--- src/hdl/mcb_consts.svh ---
// Shared constants for the UART-controlled bus master
// Bit period is in system clocks, no baud generator
// MCB_SLAVES must stay within 1..16
// CSR addresses are 8 bits, unmapped ones read as zero

`ifndef MCB_CONSTS_SVH
`define MCB_CONSTS_SVH

// UART timing
`define MCB_CLKS_PER_BIT   16

// Bus geometry
`define MCB_BUS_ADRS_BITS  16
`define MCB_BUS_DATA_BITS  32
`define MCB_SLAVES         4

// Host command and reply codes (ASCII)
`define MCB_CMD_WRITE      8'h57
`define MCB_CMD_READ       8'h52
`define MCB_REPLY_ACK      8'h4B
`define MCB_REPLY_ERR      8'h45

// CSR map
`define MCB_CSR_BUS_ADRS   8'h00
`define MCB_CSR_BUS_WD     8'h01
`define MCB_CSR_SCRATCH    8'h02
`define MCB_CSR_AUTO_RD    8'h04
`define MCB_CSR_RD_FLAGS   8'h05

`endif

--- src/hdl/McbPkg.sv ---
// Types shared by the bus master blocks
// Widths come from the constants header

`default_nettype none

`include "mcb_consts.svh"

package McbPkg;

	// Plain vectors with a meaning
	typedef logic [`MCB_BUS_DATA_BITS-1:0] busData_t;
	typedef logic [`MCB_BUS_ADRS_BITS-1:0] busAdrs_t;
	typedef logic [`MCB_SLAVES-1:0]        slaveMask_t;
	typedef logic [7:0]                    csrAdrs_t;
	typedef logic [7:0]                    uartByte_t;

	// Parser to CSR access, one cke cycle per access
	typedef struct packed {
		busData_t wd;
		csrAdrs_t adrs;
		logic     write;
		logic     cke;
	} csrCmd_t;

	// Master side of the internal bus
	typedef struct packed {
		busData_t wd;
		busAdrs_t adrs;
		logic     wEd;
	} busWrite_t;

	// Command parser FSM
	typedef enum logic [2:0] {Idle, Adrs, Data, Access, Reply, Wait} parserState_t;

endpackage

`default_nettype wire

--- src/hdl/UartRx.sv ---
// UART receiver, 8N1, LSB first
// No parity, stop bit is not checked
// A start bit that is high again at mid-bit is dropped as a glitch

`timescale 1ns/100ps
`default_nettype none

`include "mcb_consts.svh"

module UartRx (
	input  logic              sysClk,
	input  logic              reset,
	input  logic              rx,
	output McbPkg::uartByte_t rxByte,
	output logic              rxValid
);
	import McbPkg::*;

	// [0] meta, [1] synced, [2] synced delayed for edge detect
	logic [2:0] lineSync;
	logic busy;
	logic [$clog2(`MCB_CLKS_PER_BIT)-1:0] clkCnt;
	// 0 start, 1..8 data, 9 stop
	logic [3:0] bitIdx;
	logic bitTick;
	uartByte_t shiftReg;

	// Half a bit to reach mid start, full bits afterwards
	assign bitTick = (bitIdx == 4'd0) ?
		(clkCnt == `MCB_CLKS_PER_BIT / 2 - 1) :
		(clkCnt == `MCB_CLKS_PER_BIT - 1);

	//----------------------------------------------------------
	// Bit timing and framing
	//----------------------------------------------------------
	always_ff @(posedge sysClk)
	begin
		if (reset)
		begin
			lineSync <= 3'b111;
			busy     <= 1'b0;
			clkCnt   <= '0;
			bitIdx   <= '0;
			rxValid  <= 1'b0;
		end
		else
		begin
			lineSync <= {lineSync[1:0], rx};
			rxValid  <= 1'b0;
			if (!busy)
			begin
				clkCnt <= '0;
				bitIdx <= '0;
				// Falling edge means start bit
				if (lineSync[2] && !lineSync[1])
					busy <= 1'b1;
			end
			else if (!bitTick)
				clkCnt <= clkCnt + 1'b1;
			else
			begin
				clkCnt <= '0;
				bitIdx <= bitIdx + 1'b1;
				if (bitIdx == 4'd0 && lineSync[1])
					busy <= 1'b0;
				else if (bitIdx == 4'd9)
				begin
					// Mid stop bit, byte complete
					rxValid <= 1'b1;
					busy    <= 1'b0;
				end
			end
		end
	end

	// Data bits enter at the top, LSB ends at bit 0
	always_ff @(posedge sysClk)
	begin
		if (busy && bitTick && bitIdx >= 4'd1 && bitIdx <= 4'd8)
			shiftReg <= {lineSync[1], shiftReg[7:1]};
	end

	assign rxByte = shiftReg;

	// One strobe per byte
	assert property (@(posedge sysClk) disable iff (reset) rxValid |=> !rxValid);

endmodule

`default_nettype wire

--- src/hdl/UartTx.sv ---
// UART transmitter, 8N1, LSB first
// txStart is taken only while txBusy is low
// txBusy rises the cycle after the strobe, falls after the stop bit

`timescale 1ns/100ps
`default_nettype none

`include "mcb_consts.svh"

module UartTx (
	input  logic              sysClk,
	input  logic              reset,
	input  McbPkg::uartByte_t txByte,
	input  logic              txStart,
	output logic              tx,
	output logic              txBusy
);

	// Stop, data, start; bit 0 drives the line
	logic [9:0] frame;
	logic [$clog2(`MCB_CLKS_PER_BIT)-1:0] clkCnt;
	logic [3:0] bitCnt;

	//----------------------------------------------------------
	// Shift out
	//----------------------------------------------------------
	always_ff @(posedge sysClk)
	begin
		if (reset)
		begin
			// All ones keeps the line idle high
			frame  <= '1;
			txBusy <= 1'b0;
			clkCnt <= '0;
			bitCnt <= '0;
		end
		else if (!txBusy)
		begin
			if (txStart)
			begin
				frame  <= {1'b1, txByte, 1'b0};
				txBusy <= 1'b1;
				clkCnt <= '0;
				bitCnt <= '0;
			end
		end
		else if (clkCnt == `MCB_CLKS_PER_BIT - 1)
		begin
			clkCnt <= '0;
			// Ones fill in behind, line ends high
			frame  <= {1'b1, frame[9:1]};
			bitCnt <= bitCnt + 1'b1;
			if (bitCnt == 4'd9)
				txBusy <= 1'b0;
		end
		else
			clkCnt <= clkCnt + 1'b1;
	end

	assign tx = frame[0];

	// Parser must respect busy, a strobe during a frame is lost
	assert property (@(posedge sysClk) disable iff (reset) txStart |-> !txBusy);

endmodule

`default_nettype wire

--- src/hdl/McbCommandParser.sv ---
// Host command parser, stands in for a soft-core CPU
// Frames: 'W' adrs d3 d2 d1 d0 -> 'K', 'R' adrs -> 4 bytes MSB first
// Unknown opcode -> 'E'; bytes received during a reply are dropped
// No timeout, a partial frame waits for its remaining bytes

`timescale 1ns/100ps
`default_nettype none

`include "mcb_consts.svh"

module McbCommandParser (
	input  logic              sysClk,
	input  logic              reset,
	input  McbPkg::uartByte_t rxByte,
	input  logic              rxValid,
	output McbPkg::csrCmd_t   csrCmd,
	input  McbPkg::busData_t  csrRd,
	output McbPkg::uartByte_t txByte,
	output logic              txStart,
	input  logic              txBusy
);
	import McbPkg::*;

	parserState_t state;
	logic isWrite;
	logic ckeReg;
	// Data byte count while collecting, bytes left while replying
	logic [1:0] byteCnt;
	csrAdrs_t adrsReg;
	// Write data shift register, reused as reply buffer
	busData_t frameBuf;

	//----------------------------------------------------------
	// Command FSM
	//----------------------------------------------------------
	always_ff @(posedge sysClk)
	begin
		if (reset)
		begin
			state   <= Idle;
			isWrite <= 1'b0;
			ckeReg  <= 1'b0;
			byteCnt <= '0;
			txStart <= 1'b0;
		end
		else
		begin
			ckeReg  <= 1'b0;
			txStart <= 1'b0;
			case (state)
				Idle:
				begin
					if (rxValid)
					begin
						if (rxByte == `MCB_CMD_WRITE || rxByte == `MCB_CMD_READ)
						begin
							isWrite <= (rxByte == `MCB_CMD_WRITE);
							state   <= Adrs;
						end
						else
						begin
							// Single error byte
							byteCnt <= '0;
							state   <= Reply;
						end
					end
				end
				Adrs:
				begin
					if (rxValid)
					begin
						byteCnt <= '0;
						if (isWrite)
							state <= Data;
						else
						begin
							// Read frame complete
							ckeReg <= 1'b1;
							state  <= Access;
						end
					end
				end
				Data:
				begin
					if (rxValid)
					begin
						byteCnt <= byteCnt + 1'b1;
						if (byteCnt == 2'd3)
						begin
							ckeReg <= 1'b1;
							state  <= Access;
						end
					end
				end
				Access:
				begin
					// Cycle after cke, csrRd now valid
					if (!ckeReg)
					begin
						byteCnt <= isWrite ? 2'd0 : 2'd3;
						state   <= Reply;
					end
				end
				Reply:
				begin
					if (!txBusy)
					begin
						txStart <= 1'b1;
						state   <= Wait;
					end
				end
				Wait:
				begin
					// Hold until the transmitter has taken the byte
					if (txBusy)
					begin
						if (byteCnt == 2'd0)
							state <= Idle;
						else
						begin
							byteCnt <= byteCnt - 1'b1;
							state   <= Reply;
						end
					end
				end
				default: state <= Idle;
			endcase
		end
	end

	//----------------------------------------------------------
	// Payload, address and data or reply bytes
	//----------------------------------------------------------
	always_ff @(posedge sysClk)
	begin
		if (state == Idle && rxValid)
			frameBuf <= {`MCB_REPLY_ERR, 24'h0};
		else if (state == Adrs && rxValid)
			adrsReg <= rxByte;
		else if (state == Data && rxValid)
			frameBuf <= {frameBuf[23:0], rxByte};
		else if (state == Access && !ckeReg)
			frameBuf <= isWrite ? {`MCB_REPLY_ACK, 24'h0} : csrRd;
		else if (state == Wait && txBusy)
			frameBuf <= {frameBuf[23:0], 8'h00};
	end

	assign txByte = frameBuf[31:24];

	always_comb
	begin
		csrCmd.wd    = frameBuf;
		csrCmd.adrs  = adrsReg;
		csrCmd.write = isWrite;
		csrCmd.cke   = ckeReg;
	end

	// One access per frame
	assert property (@(posedge sysClk) disable iff (reset) csrCmd.cke |=> !csrCmd.cke);

endmodule

`default_nettype wire

--- src/hdl/MicroControllerCsr.sv ---
// CSR space of the bus master
// Writing BUS_WD fires one bus write at the held BUS_ADRS
// Slaves push data unasked
// Read flags stay set until written
// No slave address decode here

`timescale 1ns/100ps
`default_nettype none

`include "mcb_consts.svh"

module MicroControllerCsr (
	input  logic               sysClk,
	input  logic               reset,
	input  McbPkg::csrCmd_t    csrCmd,
	output McbPkg::busData_t   csrRd,
	input  McbPkg::busData_t   muRd,
	input  McbPkg::slaveMask_t muREd,
	output McbPkg::busWrite_t  busWr
);
	import McbPkg::*;

	busAdrs_t   busAdrsReg;
	busData_t   busWdReg;
	busData_t   scratchReg;
	busData_t   autoRdReg;
	slaveMask_t rdFlags;
	logic       wEdReg;
	logic       csrWrite;
	logic       flagClear;

	assign csrWrite  = csrCmd.cke && csrCmd.write;
	assign flagClear = csrWrite && csrCmd.adrs == `MCB_CSR_RD_FLAGS;

	//----------------------------------------------------------
	// Registers, write pulse and slave capture
	//----------------------------------------------------------
	always_ff @(posedge sysClk)
	begin
		if (reset)
		begin
			busAdrsReg <= '0;
			busWdReg   <= '0;
			scratchReg <= '0;
			autoRdReg  <= '0;
			rdFlags    <= '0;
			wEdReg     <= 1'b0;
			csrRd      <= '0;
		end
		else
		begin
			wEdReg <= csrWrite && csrCmd.adrs == `MCB_CSR_BUS_WD;
			if (csrWrite && csrCmd.adrs == `MCB_CSR_BUS_ADRS)
				busAdrsReg <= csrCmd.wd[`MCB_BUS_ADRS_BITS-1:0];
			if (csrWrite && csrCmd.adrs == `MCB_CSR_BUS_WD)
				busWdReg <= csrCmd.wd;
			if (csrWrite && csrCmd.adrs == `MCB_CSR_SCRATCH)
				scratchReg <= csrCmd.wd;
			// Any slave read enable captures the word
			if (|muREd)
				autoRdReg <= muRd;
			// Fresh capture bits survive a clear
			rdFlags <= (flagClear ? '0 : rdFlags) | muREd;
			// Registered readback mux
			if (csrCmd.cke && !csrCmd.write)
			begin
				case (csrCmd.adrs)
					`MCB_CSR_BUS_ADRS:
						csrRd <= {{(`MCB_BUS_DATA_BITS-`MCB_BUS_ADRS_BITS){1'b0}}, busAdrsReg};
					`MCB_CSR_BUS_WD:   csrRd <= busWdReg;
					`MCB_CSR_SCRATCH:  csrRd <= scratchReg;
					`MCB_CSR_AUTO_RD:  csrRd <= autoRdReg;
					`MCB_CSR_RD_FLAGS:
						csrRd <= {{(`MCB_BUS_DATA_BITS-`MCB_SLAVES){1'b0}}, rdFlags};
					default:           csrRd <= '0;
				endcase
			end
		end
	end

	assign busWr.wd   = busWdReg;
	assign busWr.adrs = busAdrsReg;
	assign busWr.wEd  = wEdReg;

endmodule

`default_nettype wire

--- src/hdl/MicroControllerBlock.sv ---
// Bus master top, host access over UART
// Hardware command parser replaces the soft-core CPU
// Reply start time depends on transmitter busy, not fixed

`timescale 1ns/100ps
`default_nettype none

module MicroControllerBlock (
	input  logic               uartRx,
	output logic               uartTx,
	input  McbPkg::busData_t   muRd,
	input  McbPkg::slaveMask_t muREd,
	output McbPkg::busWrite_t  busWr,
	input  logic               sysClk,
	input  logic               reset
);
	import McbPkg::*;

	//----------------------------------------------------------
	// Internal links
	//----------------------------------------------------------
	uartByte_t rxByte;
	logic      rxValid;
	csrCmd_t   csrCmd;
	busData_t  csrRd;
	uartByte_t txByte;
	logic      txStart;
	logic      txBusy;

	// Input side
	UartRx uartRxInst (
		.sysClk  (sysClk),
		.reset   (reset),
		.rx      (uartRx),
		.rxByte  (rxByte),
		.rxValid (rxValid)
	);

	// Command frames to CSR accesses and replies
	McbCommandParser parserInst (
		.sysClk  (sysClk),
		.reset   (reset),
		.rxByte  (rxByte),
		.rxValid (rxValid),
		.csrCmd  (csrCmd),
		.csrRd   (csrRd),
		.txByte  (txByte),
		.txStart (txStart),
		.txBusy  (txBusy)
	);

	// CSR space and bus master
	MicroControllerCsr csrInst (
		.sysClk (sysClk),
		.reset  (reset),
		.csrCmd (csrCmd),
		.csrRd  (csrRd),
		.muRd   (muRd),
		.muREd  (muREd),
		.busWr  (busWr)
	);

	// Output side
	UartTx uartTxInst (
		.sysClk  (sysClk),
		.reset   (reset),
		.txByte  (txByte),
		.txStart (txStart),
		.tx      (uartTx),
		.txBusy  (txBusy)
	);

endmodule

`default_nettype wire

--- config.mk ---
export PLATFORM = sky130hd
export DESIGN_NAME = MicroControllerBlock
export DESIGN_NICKNAME = d
export VERILOG_FILES = /design/src/hdl/McbPkg.sv /design/src/hdl/UartRx.sv /design/src/hdl/UartTx.sv /design/src/hdl/McbCommandParser.sv /design/src/hdl/MicroControllerCsr.sv /design/src/hdl/MicroControllerBlock.sv
export VERILOG_INCLUDE_DIRS = /design/src /design/src/hdl
export SDC_FILE = /design/constraint.sdc
export NUM_CORES = 1
export LEC_CHECK = 0
export BUFFER_PORTS_ARGS = -buffer_cell sky130_fd_sc_hd__buf_2
export CORE_ASPECT_RATIO = 0.6
export CORE_MARGIN = 2
export CORE_UTILIZATION = 50
export CTS_BUF_LIST = sky130_fd_sc_hd__clkbuf_4 sky130_fd_sc_hd__clkbuf_8
export CTS_CLUSTER_DIAMETER = 50
export DETAILED_ROUTE_END_ITERATION = 16
export PLACE_DENSITY = 0.79
export SETUP_SLACK_MARGIN = 0.4
export SLEW_MARGIN = 20
export SYNTH_ARGS = -nofsm -noshare
export SYNTH_HDL_FRONTEND = slang
export SYNTH_SLANG_ARGS = --single-unit
--- constraint.sdc ---
create_clock -name sysClk -period 5.6 [get_ports sysClk]
set_input_delay 0.56 -clock sysClk [delete_from_list [all_inputs] [get_ports sysClk]]
set_output_delay 0.56 -clock sysClk [all_outputs]
set_load 0.03 [all_outputs]
==> metrics, run 1 <==
status=complete, no violations; clock buffer count from CTS=35; GRT Max-Usage Layer=met1; Crit path largest cell delay=0.80 ns; PnR worst setup slack=2.85 ns; WL/cell=18.0 um; crit-path max FO=28; Ant. Diodes=0; reg2reg start=parserInst.adrsReg[0]$_DFFE_PP_; share of layout cells above drive strength 1=15.4%; Final Skew=approximately 0.028 ns; total congestion overflow=0; WS Path Type=register to register; nets=1230; number of routed nets with antenna violations=0; Final min period=~2.7 ns; GRT Total Usage=between 20% and 30%; CP endpoint kind=register; Residual DRC=0; peak supply drop=just under 200 uV; GPL Wtd Cong=0.860; Hold Vio Cnt, Final=0; Buf/Inv on CP=0; Hold Path Origin=uartRx; share of flip-flops with an asynchronous set or reset=0%; sequential share of the synthesized area=49.7%; RSZ-0062 raised after global routing=no; Slew Viols, Final=0; Worst-path clk slew=0.07 ns; pwr/cell area=300 nW/um2; first-pass GRT wire length=42700 um; routed wire length=26500 um; clock sinks=236; Syn. warnings=0; slowest CP cell=edfxtp_1; H-tree Lvls=2; Slew @ Worst Pin=1.05 ns; post_cts resized=0; Post-Synthesis Cell Area=between 9000 and 10000 um2; pre-CTS WS=2.87 ns; max-cap violations=0; die height=approximately 110 um; commonest non-fill, non-tap cells in the layout=240 x nand2_1, 220 x dfxtp_1, 125 x a21oi_1, 87 x buf_2, 56 x a22oi_1; CTS tree=built; critical path, cell by cell=or2_2, a211oi_1, nand2_1, o21ai_0; HP Class=input pin to register; FP Rows=39; cell family with most CP delay=simple AND/OR/NAND/NOR gates; CTS Buffer Depth=3; initial antenna violation count=0; Starting DRT DRC Count=slightly below 1k; Critical Path Start=parserInst.adrsReg[0]$_DFFE_PP_; Initial Util=51.3%; largest net degree at the start of global routing=72; Detailed Place HPWL=around 17000 um; Finish-stage setup viols=0; number of global-route vias before repair=7948; CP Data Required Time=~6.0 ns; IO Port Bufs=between 80 and 90; startpoint types=register; synthesis-stage register bit count=~240; Skew-Pair Late Insertion Delay=0.53 ns; maximum clock rate=364 MHz; met1 usage=37.7%; Vias/cell=5.86; core area=19100 um2; drt first pass iters=5; met3 usage in global routing=6.72%; die width=around 180 um; Post-Syn Area per Cell=8.70 um2; EDFF count, synth=16; CTS root buf=clkbuf_8; die area=approximately 21000 um2; Period Utilization, post-route=49.1%; met2 Use GR=36.7%; most common cell after layout, fill and taps aside=nand2_1; Netlist cell types=66; # IOs=89; Leak=4.09 nW; Post-Syn Instances=1129; Arrival @ worst endpoint=3.18 ns; Main synth FF type=dfxtp_1; CTS Hold Buffers Added=0; Via Count=8656; area grow syn2layout=13.7%; Rel. slew slack=29.7%; syn_nets=roughly 1.2k; postcts setup bufs=0; setup TNS=0 ns
-- layer usage --
| metal | up-vias | wire length [um] |
|---|---|---|
| li1 | 4144 | - |
| met1 | 4058 | 12400 |
| met4 | 0 | 499 |
| met3 | 47 | 2690 |
| met5 | - | 0 |
| met2 | 407 | 10900 |
-- report_power, final --
part           switching, mW  internal, mW  leakage, nW
Sequential            0.0365          1.73         1.93
Combinational         0.0502        0.0372         1.76
Clock                  0.683         0.820        0.402
-- worst paths after layout --
kind                                  endpoint  slack (ns)  cells after the start
min reg2reg  uartRxInst.lineSync[1]$_SDFF_PP1_        0.41                      1
max reg2reg      csrInst.csrRd[9]$_SDFFE_PP0P_        2.85                      4
min          uartRxInst.lineSync[0]$_SDFF_PP1_        0.23                      2
max              csrInst.csrRd[9]$_SDFFE_PP0P_        2.85                      4
-- stage by stage --
stage	total power, mW	cell area [um2]	util (%)	hold slack [ns]	instances
floorplan	1.84	9820	-	0.389	1129
global placement	1.88	10400	54.3	0.392	1412
detailed placement	1.89	10400	54.3	0.393	1412
CTS	3.37	11100	58.3	0.214	1476
global route	3.48	11200	58.4	0.207	1477
finish	3.35	11200	58.4	0.230	1477
-- kinds of logic (layout without fill, tap and decap cells) --
group           Yosys count  count (layout)  synth area share [%]
compound gates          323             323                  21.0
xor+xnor                  7               7                 0.624
fa+ha+maj                 7               7                 0.892
buf+inv                  97             179                  4.01
flops                   236             236                  49.7
mux                      40              40                  4.10
simple gates            419             419                  19.6
-- synthesized netlist by cell type, types with 7 or more instances --
| master | instances | area [um2] |
|---|---|---|
| nor2_1 | 52 | 195 |
| dfxtp_1 | 220 | 4400 |
| o22ai_1 | 8 | 50.1 |
| edfxtp_1 | 16 | 480 |
| mux2i_1 | 38 | 380 |
| nor3b_1 | 7 | 52.6 |
| nor3_1 | 28 | 140 |
| a211oi_1 | 29 | 218 |
| o21ai_0 | 37 | 185 |
| nand2_1 | 240 | 901 |
| a22o_1 | 16 | 140 |
| nor2b_1 | 14 | 87.6 |
| buf_2 | 9 | 45.0 |
| nand2b_1 | 8 | 50.1 |
| clkbuf_1 | 71 | 267 |
| o2bb2ai_1 | 12 | 105 |
| inv_1 | 11 | 41.3 |
| a21oi_1 | 125 | 626 |
| a22oi_1 | 56 | 420 |
| ha_1 | 7 | 87.6 |
| o21ai_1 | 7 | 35.0 |
| nand3_1 | 24 | 120 |
-- final cells by class --
type	count	area (um2)
clock buffers	49	618
clock inverters	15	139
fillers	1684	7970
inverters	11	41.3
multi-input cells	796	4580
flip-flops and latches	236	4880
well taps	266	333
repair buffers	104	571
-- state kept, by name (all words and copies together) (netlist names), 8 cells and up --
register and cells:
parserInst.adrsReg 8, csrInst.busWdReg 32, csrInst.busAdrsReg 16, csrInst.scratchReg 32
parserInst.frameBuf 32, csrInst.autoRdReg 32, uartTxInst.frame 9, uartRxInst.rxByte 8
csrInst.csrRd 32
-- worst register-to-register path: cells and delay by family (launching register included) --
| kind | cells | cell delay [ns] |
|---|---|---|
| AOI/OAI and AO/OA | 2 | 0.69 |
| and+or+nand+nor | 2 | 1.15 |
| DFF | 1 | 0.80 |
No activity file was read; power rests on OpenSTA's default activity.
==> run 2, diff against run 1 <==
--- a/config.mk
+++ b/config.mk
@@ -6,6 +6,7 @@
 export SDC_FILE = /design/constraint.sdc
 export NUM_CORES = 1
 export LEC_CHECK = 0
+export ABC_AREA = 1
 export BUFFER_PORTS_ARGS = -buffer_cell sky130_fd_sc_hd__buf_2
 export CORE_ASPECT_RATIO = 0.6
 export CORE_MARGIN = 2
@@ -13,7 +14,7 @@
 export CTS_BUF_LIST = sky130_fd_sc_hd__clkbuf_4 sky130_fd_sc_hd__clkbuf_8
 export CTS_CLUSTER_DIAMETER = 50
 export DETAILED_ROUTE_END_ITERATION = 16
-export PLACE_DENSITY = 0.79
+export PLACE_DENSITY = 0.82
 export SETUP_SLACK_MARGIN = 0.4
 export SLEW_MARGIN = 20
 export SYNTH_ARGS = -nofsm -noshare
==> constraint.sdc (replaced) <==
create_clock -name sysClk -period 2.3 [get_ports sysClk]
set_input_delay 0.23 -clock sysClk [delete_from_list [all_inputs] [get_ports sysClk]]
set_output_delay 0.23 -clock sysClk [all_outputs]
set_load 0.03 [all_outputs]
==> run 2 against run 1 <==
Sequential share of layout area decreased by 1.5 points. Power increased to 2.5 times the previous value. Synthesized cell count increased by 14%. Final cell count increased by 14%. Non-clock buffer count increased by 39. Sequential cell count unchanged. Die area increased by 0.11%. First-iteration DRC count decreased by 15%. Register-to-register slack got worse by 2.3 ns. Synthesized area increased by 0.11%. Critical path type unchanged.
==> metrics, run 2 <==
status=complete, no violations; CP dominant cell by count=nor2_1; Syn. warnings=0 (unchanged); Rel. slew slack=45.8% (+16 points); RSZ-0062 raised after global routing=no; slowest CP cell=nor2_1; clock sinks=236 (unchanged); Worst-path clk slew=0.06 ns (about the same); Final min period=1.79 ns (-0.961 ns); Finish-stage setup viols=0 (unchanged); nets=1438 (+17%); syn_nets=1333 (+13%); Buf/Inv on CP=0 (unchanged); largest net degree at the start of global routing=95 (+32%); CP endpoint kind=register; WL/cell=15.6 um (-13%); setup TNS=0 ns (unchanged); share of layout cells above drive strength 1=15.9% (+0.47 points); WS Path Type=register to register; synthesis-stage register bit count=236 (unchanged); die width=185 um (about the same); Initial Util=51.4% (+0.059 points); number of global-route vias before repair=8514 (+7.1%); Slew Viols, Final=0 (unchanged); largest cells by area after synthesis=dfxtp_1 45%, nand2_1 9.5%, o21ai_0 7.9%; most common cell after layout, fill and taps aside=nand2_1; peak supply drop=501 uV (+160%); die area=20800 um2 (+0.11%); Main synth FF type=dfxtp_1; routed wire length=26300 um (-0.88%); cell family with most CP delay=simple AND/OR/NAND/NOR gates; Starting DRT DRC Count=820 (-15%); Detailed Place HPWL=17000 um (-2.2%); Skew-Pair Late Insertion Delay=0.53 ns (about the same); Period Utilization, post-route=77.8% (+29 points); Arrival @ worst endpoint=1.93 ns (-1.25 ns); clock buffer count from CTS=36 (+2.9%); # IOs=89 (unchanged); IO Port Bufs=88 (unchanged); number of routed nets with antenna violations=0 (unchanged); Residual DRC=0 (unchanged); share of flip-flops with an asynchronous set or reset=0% (unchanged); Leak=4.84 nW (+18%); startpoint types=register; fillers=1648 (-2.1%); sw frac=24.1% (+1.1 points); Crit path largest cell delay=0.64 ns (-0.16 ns); most common cell in the netlist=nand2_1; post-layout util=60.4% (+2.0 points); Post-Syn Instances=1287 (+14%); initial antenna violation count=1 (+1); GRT Total Usage=25.3% (-0.18 points); switching pwr=2.04 mW (+170%); Hold Vio Cnt, Final=0 (unchanged); EDFF count, synth=16 (unchanged); Final Skew=0.0349 ns (+0.00689 ns); HP Class=input pin to register; leading area contributor after synthesis=dfxtp_1; H-tree Lvls=2 (unchanged); area grow syn2layout=17.4%; Vias/cell=5.41 (-7.7%); first-pass GRT wire length=42600 um (-0.22%); FP Rows=39 (unchanged); CP Data Required Time=2.44 ns (-3.59 ns); CTS Buffer Depth=3 (unchanged); Ant. Diodes=0 (unchanged); part of the power in the clock network=43.1% (-1.7 points); CTS root buf=clkbuf_8; Comb power frac=5.8% (+3.2 points); commonest non-fill, non-tap cells in the layout=246 x nand2_1, 220 x dfxtp_1, 156 x o21ai_0, 155 x nor2_1, 131 x a21oi_1; Slew @ Worst Pin=0.810 ns (-0.239 ns); Via Count=9119 (+5.3%); crit-path max FO=8 (-71%); Netlist cell types=41 (-38%); die height=113 um (about the same); max-cap violations=0 (unchanged); Int Power=6.44 mW (+150%); sequential share of the synthesized area=49.7% (-0.057 points); Seq pwr share=51.1% (-1.5 points); GPL Wtd Cong=0.926 (+7.8%); CTS tree=built; Post-Syn Area per Cell=7.64 um2 (-12%); maximum clock rate=559 MHz (+54%); total congestion overflow=0 (unchanged); Post-Synthesis Cell Area=9830 um2 (+0.11%); core area=19100 um2 (unchanged); share of the synthesized area in the top cell type=44.8% (-0.051 points); drt first pass iters=5 (unchanged); critical path, cell by cell=nor2_1, nand2_1, nor2_1; pwr/cell area=734 nW/um2 (+140%); most frequent cells after synthesis=248 x nand2_1, 220 x dfxtp_1, 157 x nor2_1, 156 x o21ai_0, 132 x a21oi_1
==> run 2: changes by cell type after synthesis, moves of 16 or more <==
cell	change
a211oi_1	-27
a22oi_1	-56
a22o_1	-16
inv_1	+62
mux2i_1	-38
o21ai_0	+119
o21ai_1	+23
nor3_1	-18
clkbuf_1	-43
nor2_1	+105
nand3_1	+56
==> run 2: cell type report <==
cell class / instances / area, um2 / share of cell area (%)
clock buffers: 57 / 716 / 6.20
clock inverters: 9 / 52.6 / 0.455
inverters: 88 / 343 / 2.97
multi-input cells: 887 / 4250 / 36.8
flip-flops and latches: 236 / 4880 / 42.3
well taps: 266 / 333 / 2.88
repair buffers: 143 / 968 / 8.39
==> run 2: routing by layer <==
layer,global-route usage [%],part of all wire (%),wire [um],up-vias
li1,-,-,-,4479
met1,37.5,48,12600,4206
met2,37.7,42,11100,396
met3,5.74,8.6,2260,36
met4,4.92,1.1,298,2
met5,0,0.049,13,-
==> run 2: timing repair <==
action | 4_1_cts | 5_1_grt
pin swaps | 1 | 3
hold buffers | 33 | 0
endpoints found under the setup margin | 8 | 39
resized for setup | 1 | 18
buffers inserted | 2 | 0
endpoints found under the hold margin | 33 | 0
==> run 2: cells by family after synthesis <==
group	synth area share, %
AO/OA/AOI/OAI	18.0
XOR/XNOR	0.356
adder cells (fa/ha/maj)	0.891
buffers and inverters	7.62
flip-flops	49.7
AND/OR/NAND/NOR	23.5
==> run 2: tightest hold or removal path: cells and delay by family <==
family | cells | cell delay, ns
compound gates | 2 | 0.18
buf+inv | 1 | 0.07
==> run 2: worst paths after layout <==
path	start	cells past startpoint	end	slack (ns)
setup / recovery	parserInst.state[2]$_SDFFE_PP0P_	3	parserInst.adrsReg[3]$_DFFE_PP_	0.51
hold / removal	muRd[2]	3	csrInst.autoRdReg[2]$_SDFFE_PP0P_	0.008
setup reg to reg	parserInst.state[2]$_SDFFE_PP0P_	3	parserInst.adrsReg[3]$_DFFE_PP_	0.51
hold reg to reg	uartRxInst.lineSync[0]$_SDFF_PP1_	1	uartRxInst.lineSync[1]$_SDFF_PP1_	0.41
==> run 2: power groups by stage <==
stage | combinational, mW | sequential, mW | clock, mW
final | 0.494 | 4.33 | 3.65
after global routing | 0.559 | 4.34 | 3.89
after CTS | 0.490 | 4.33 | 3.68
after detailed placement | 0.444 | 4.42 | 0
after global placement | 0.431 | 4.42 | 0
after floorplan | 0.311 | 4.40 | 0
==> run 2: per-stage QoR <==
step	hold slack, ns	instance area, um2	instances	power (mW)	setup slack, ns
after floorplan	0.334	9830	1287	4.71	0.448
after global placement	0.394	10400	1585	4.85	0.351
after detailed placement	0.396	10400	1585	4.86	0.257
after CTS	0.00397	11500	1686	8.50	0.434
after global routing	0.0155	11500	1686	8.79	0.395
final	0.00826	11500	1686	8.48	0.511
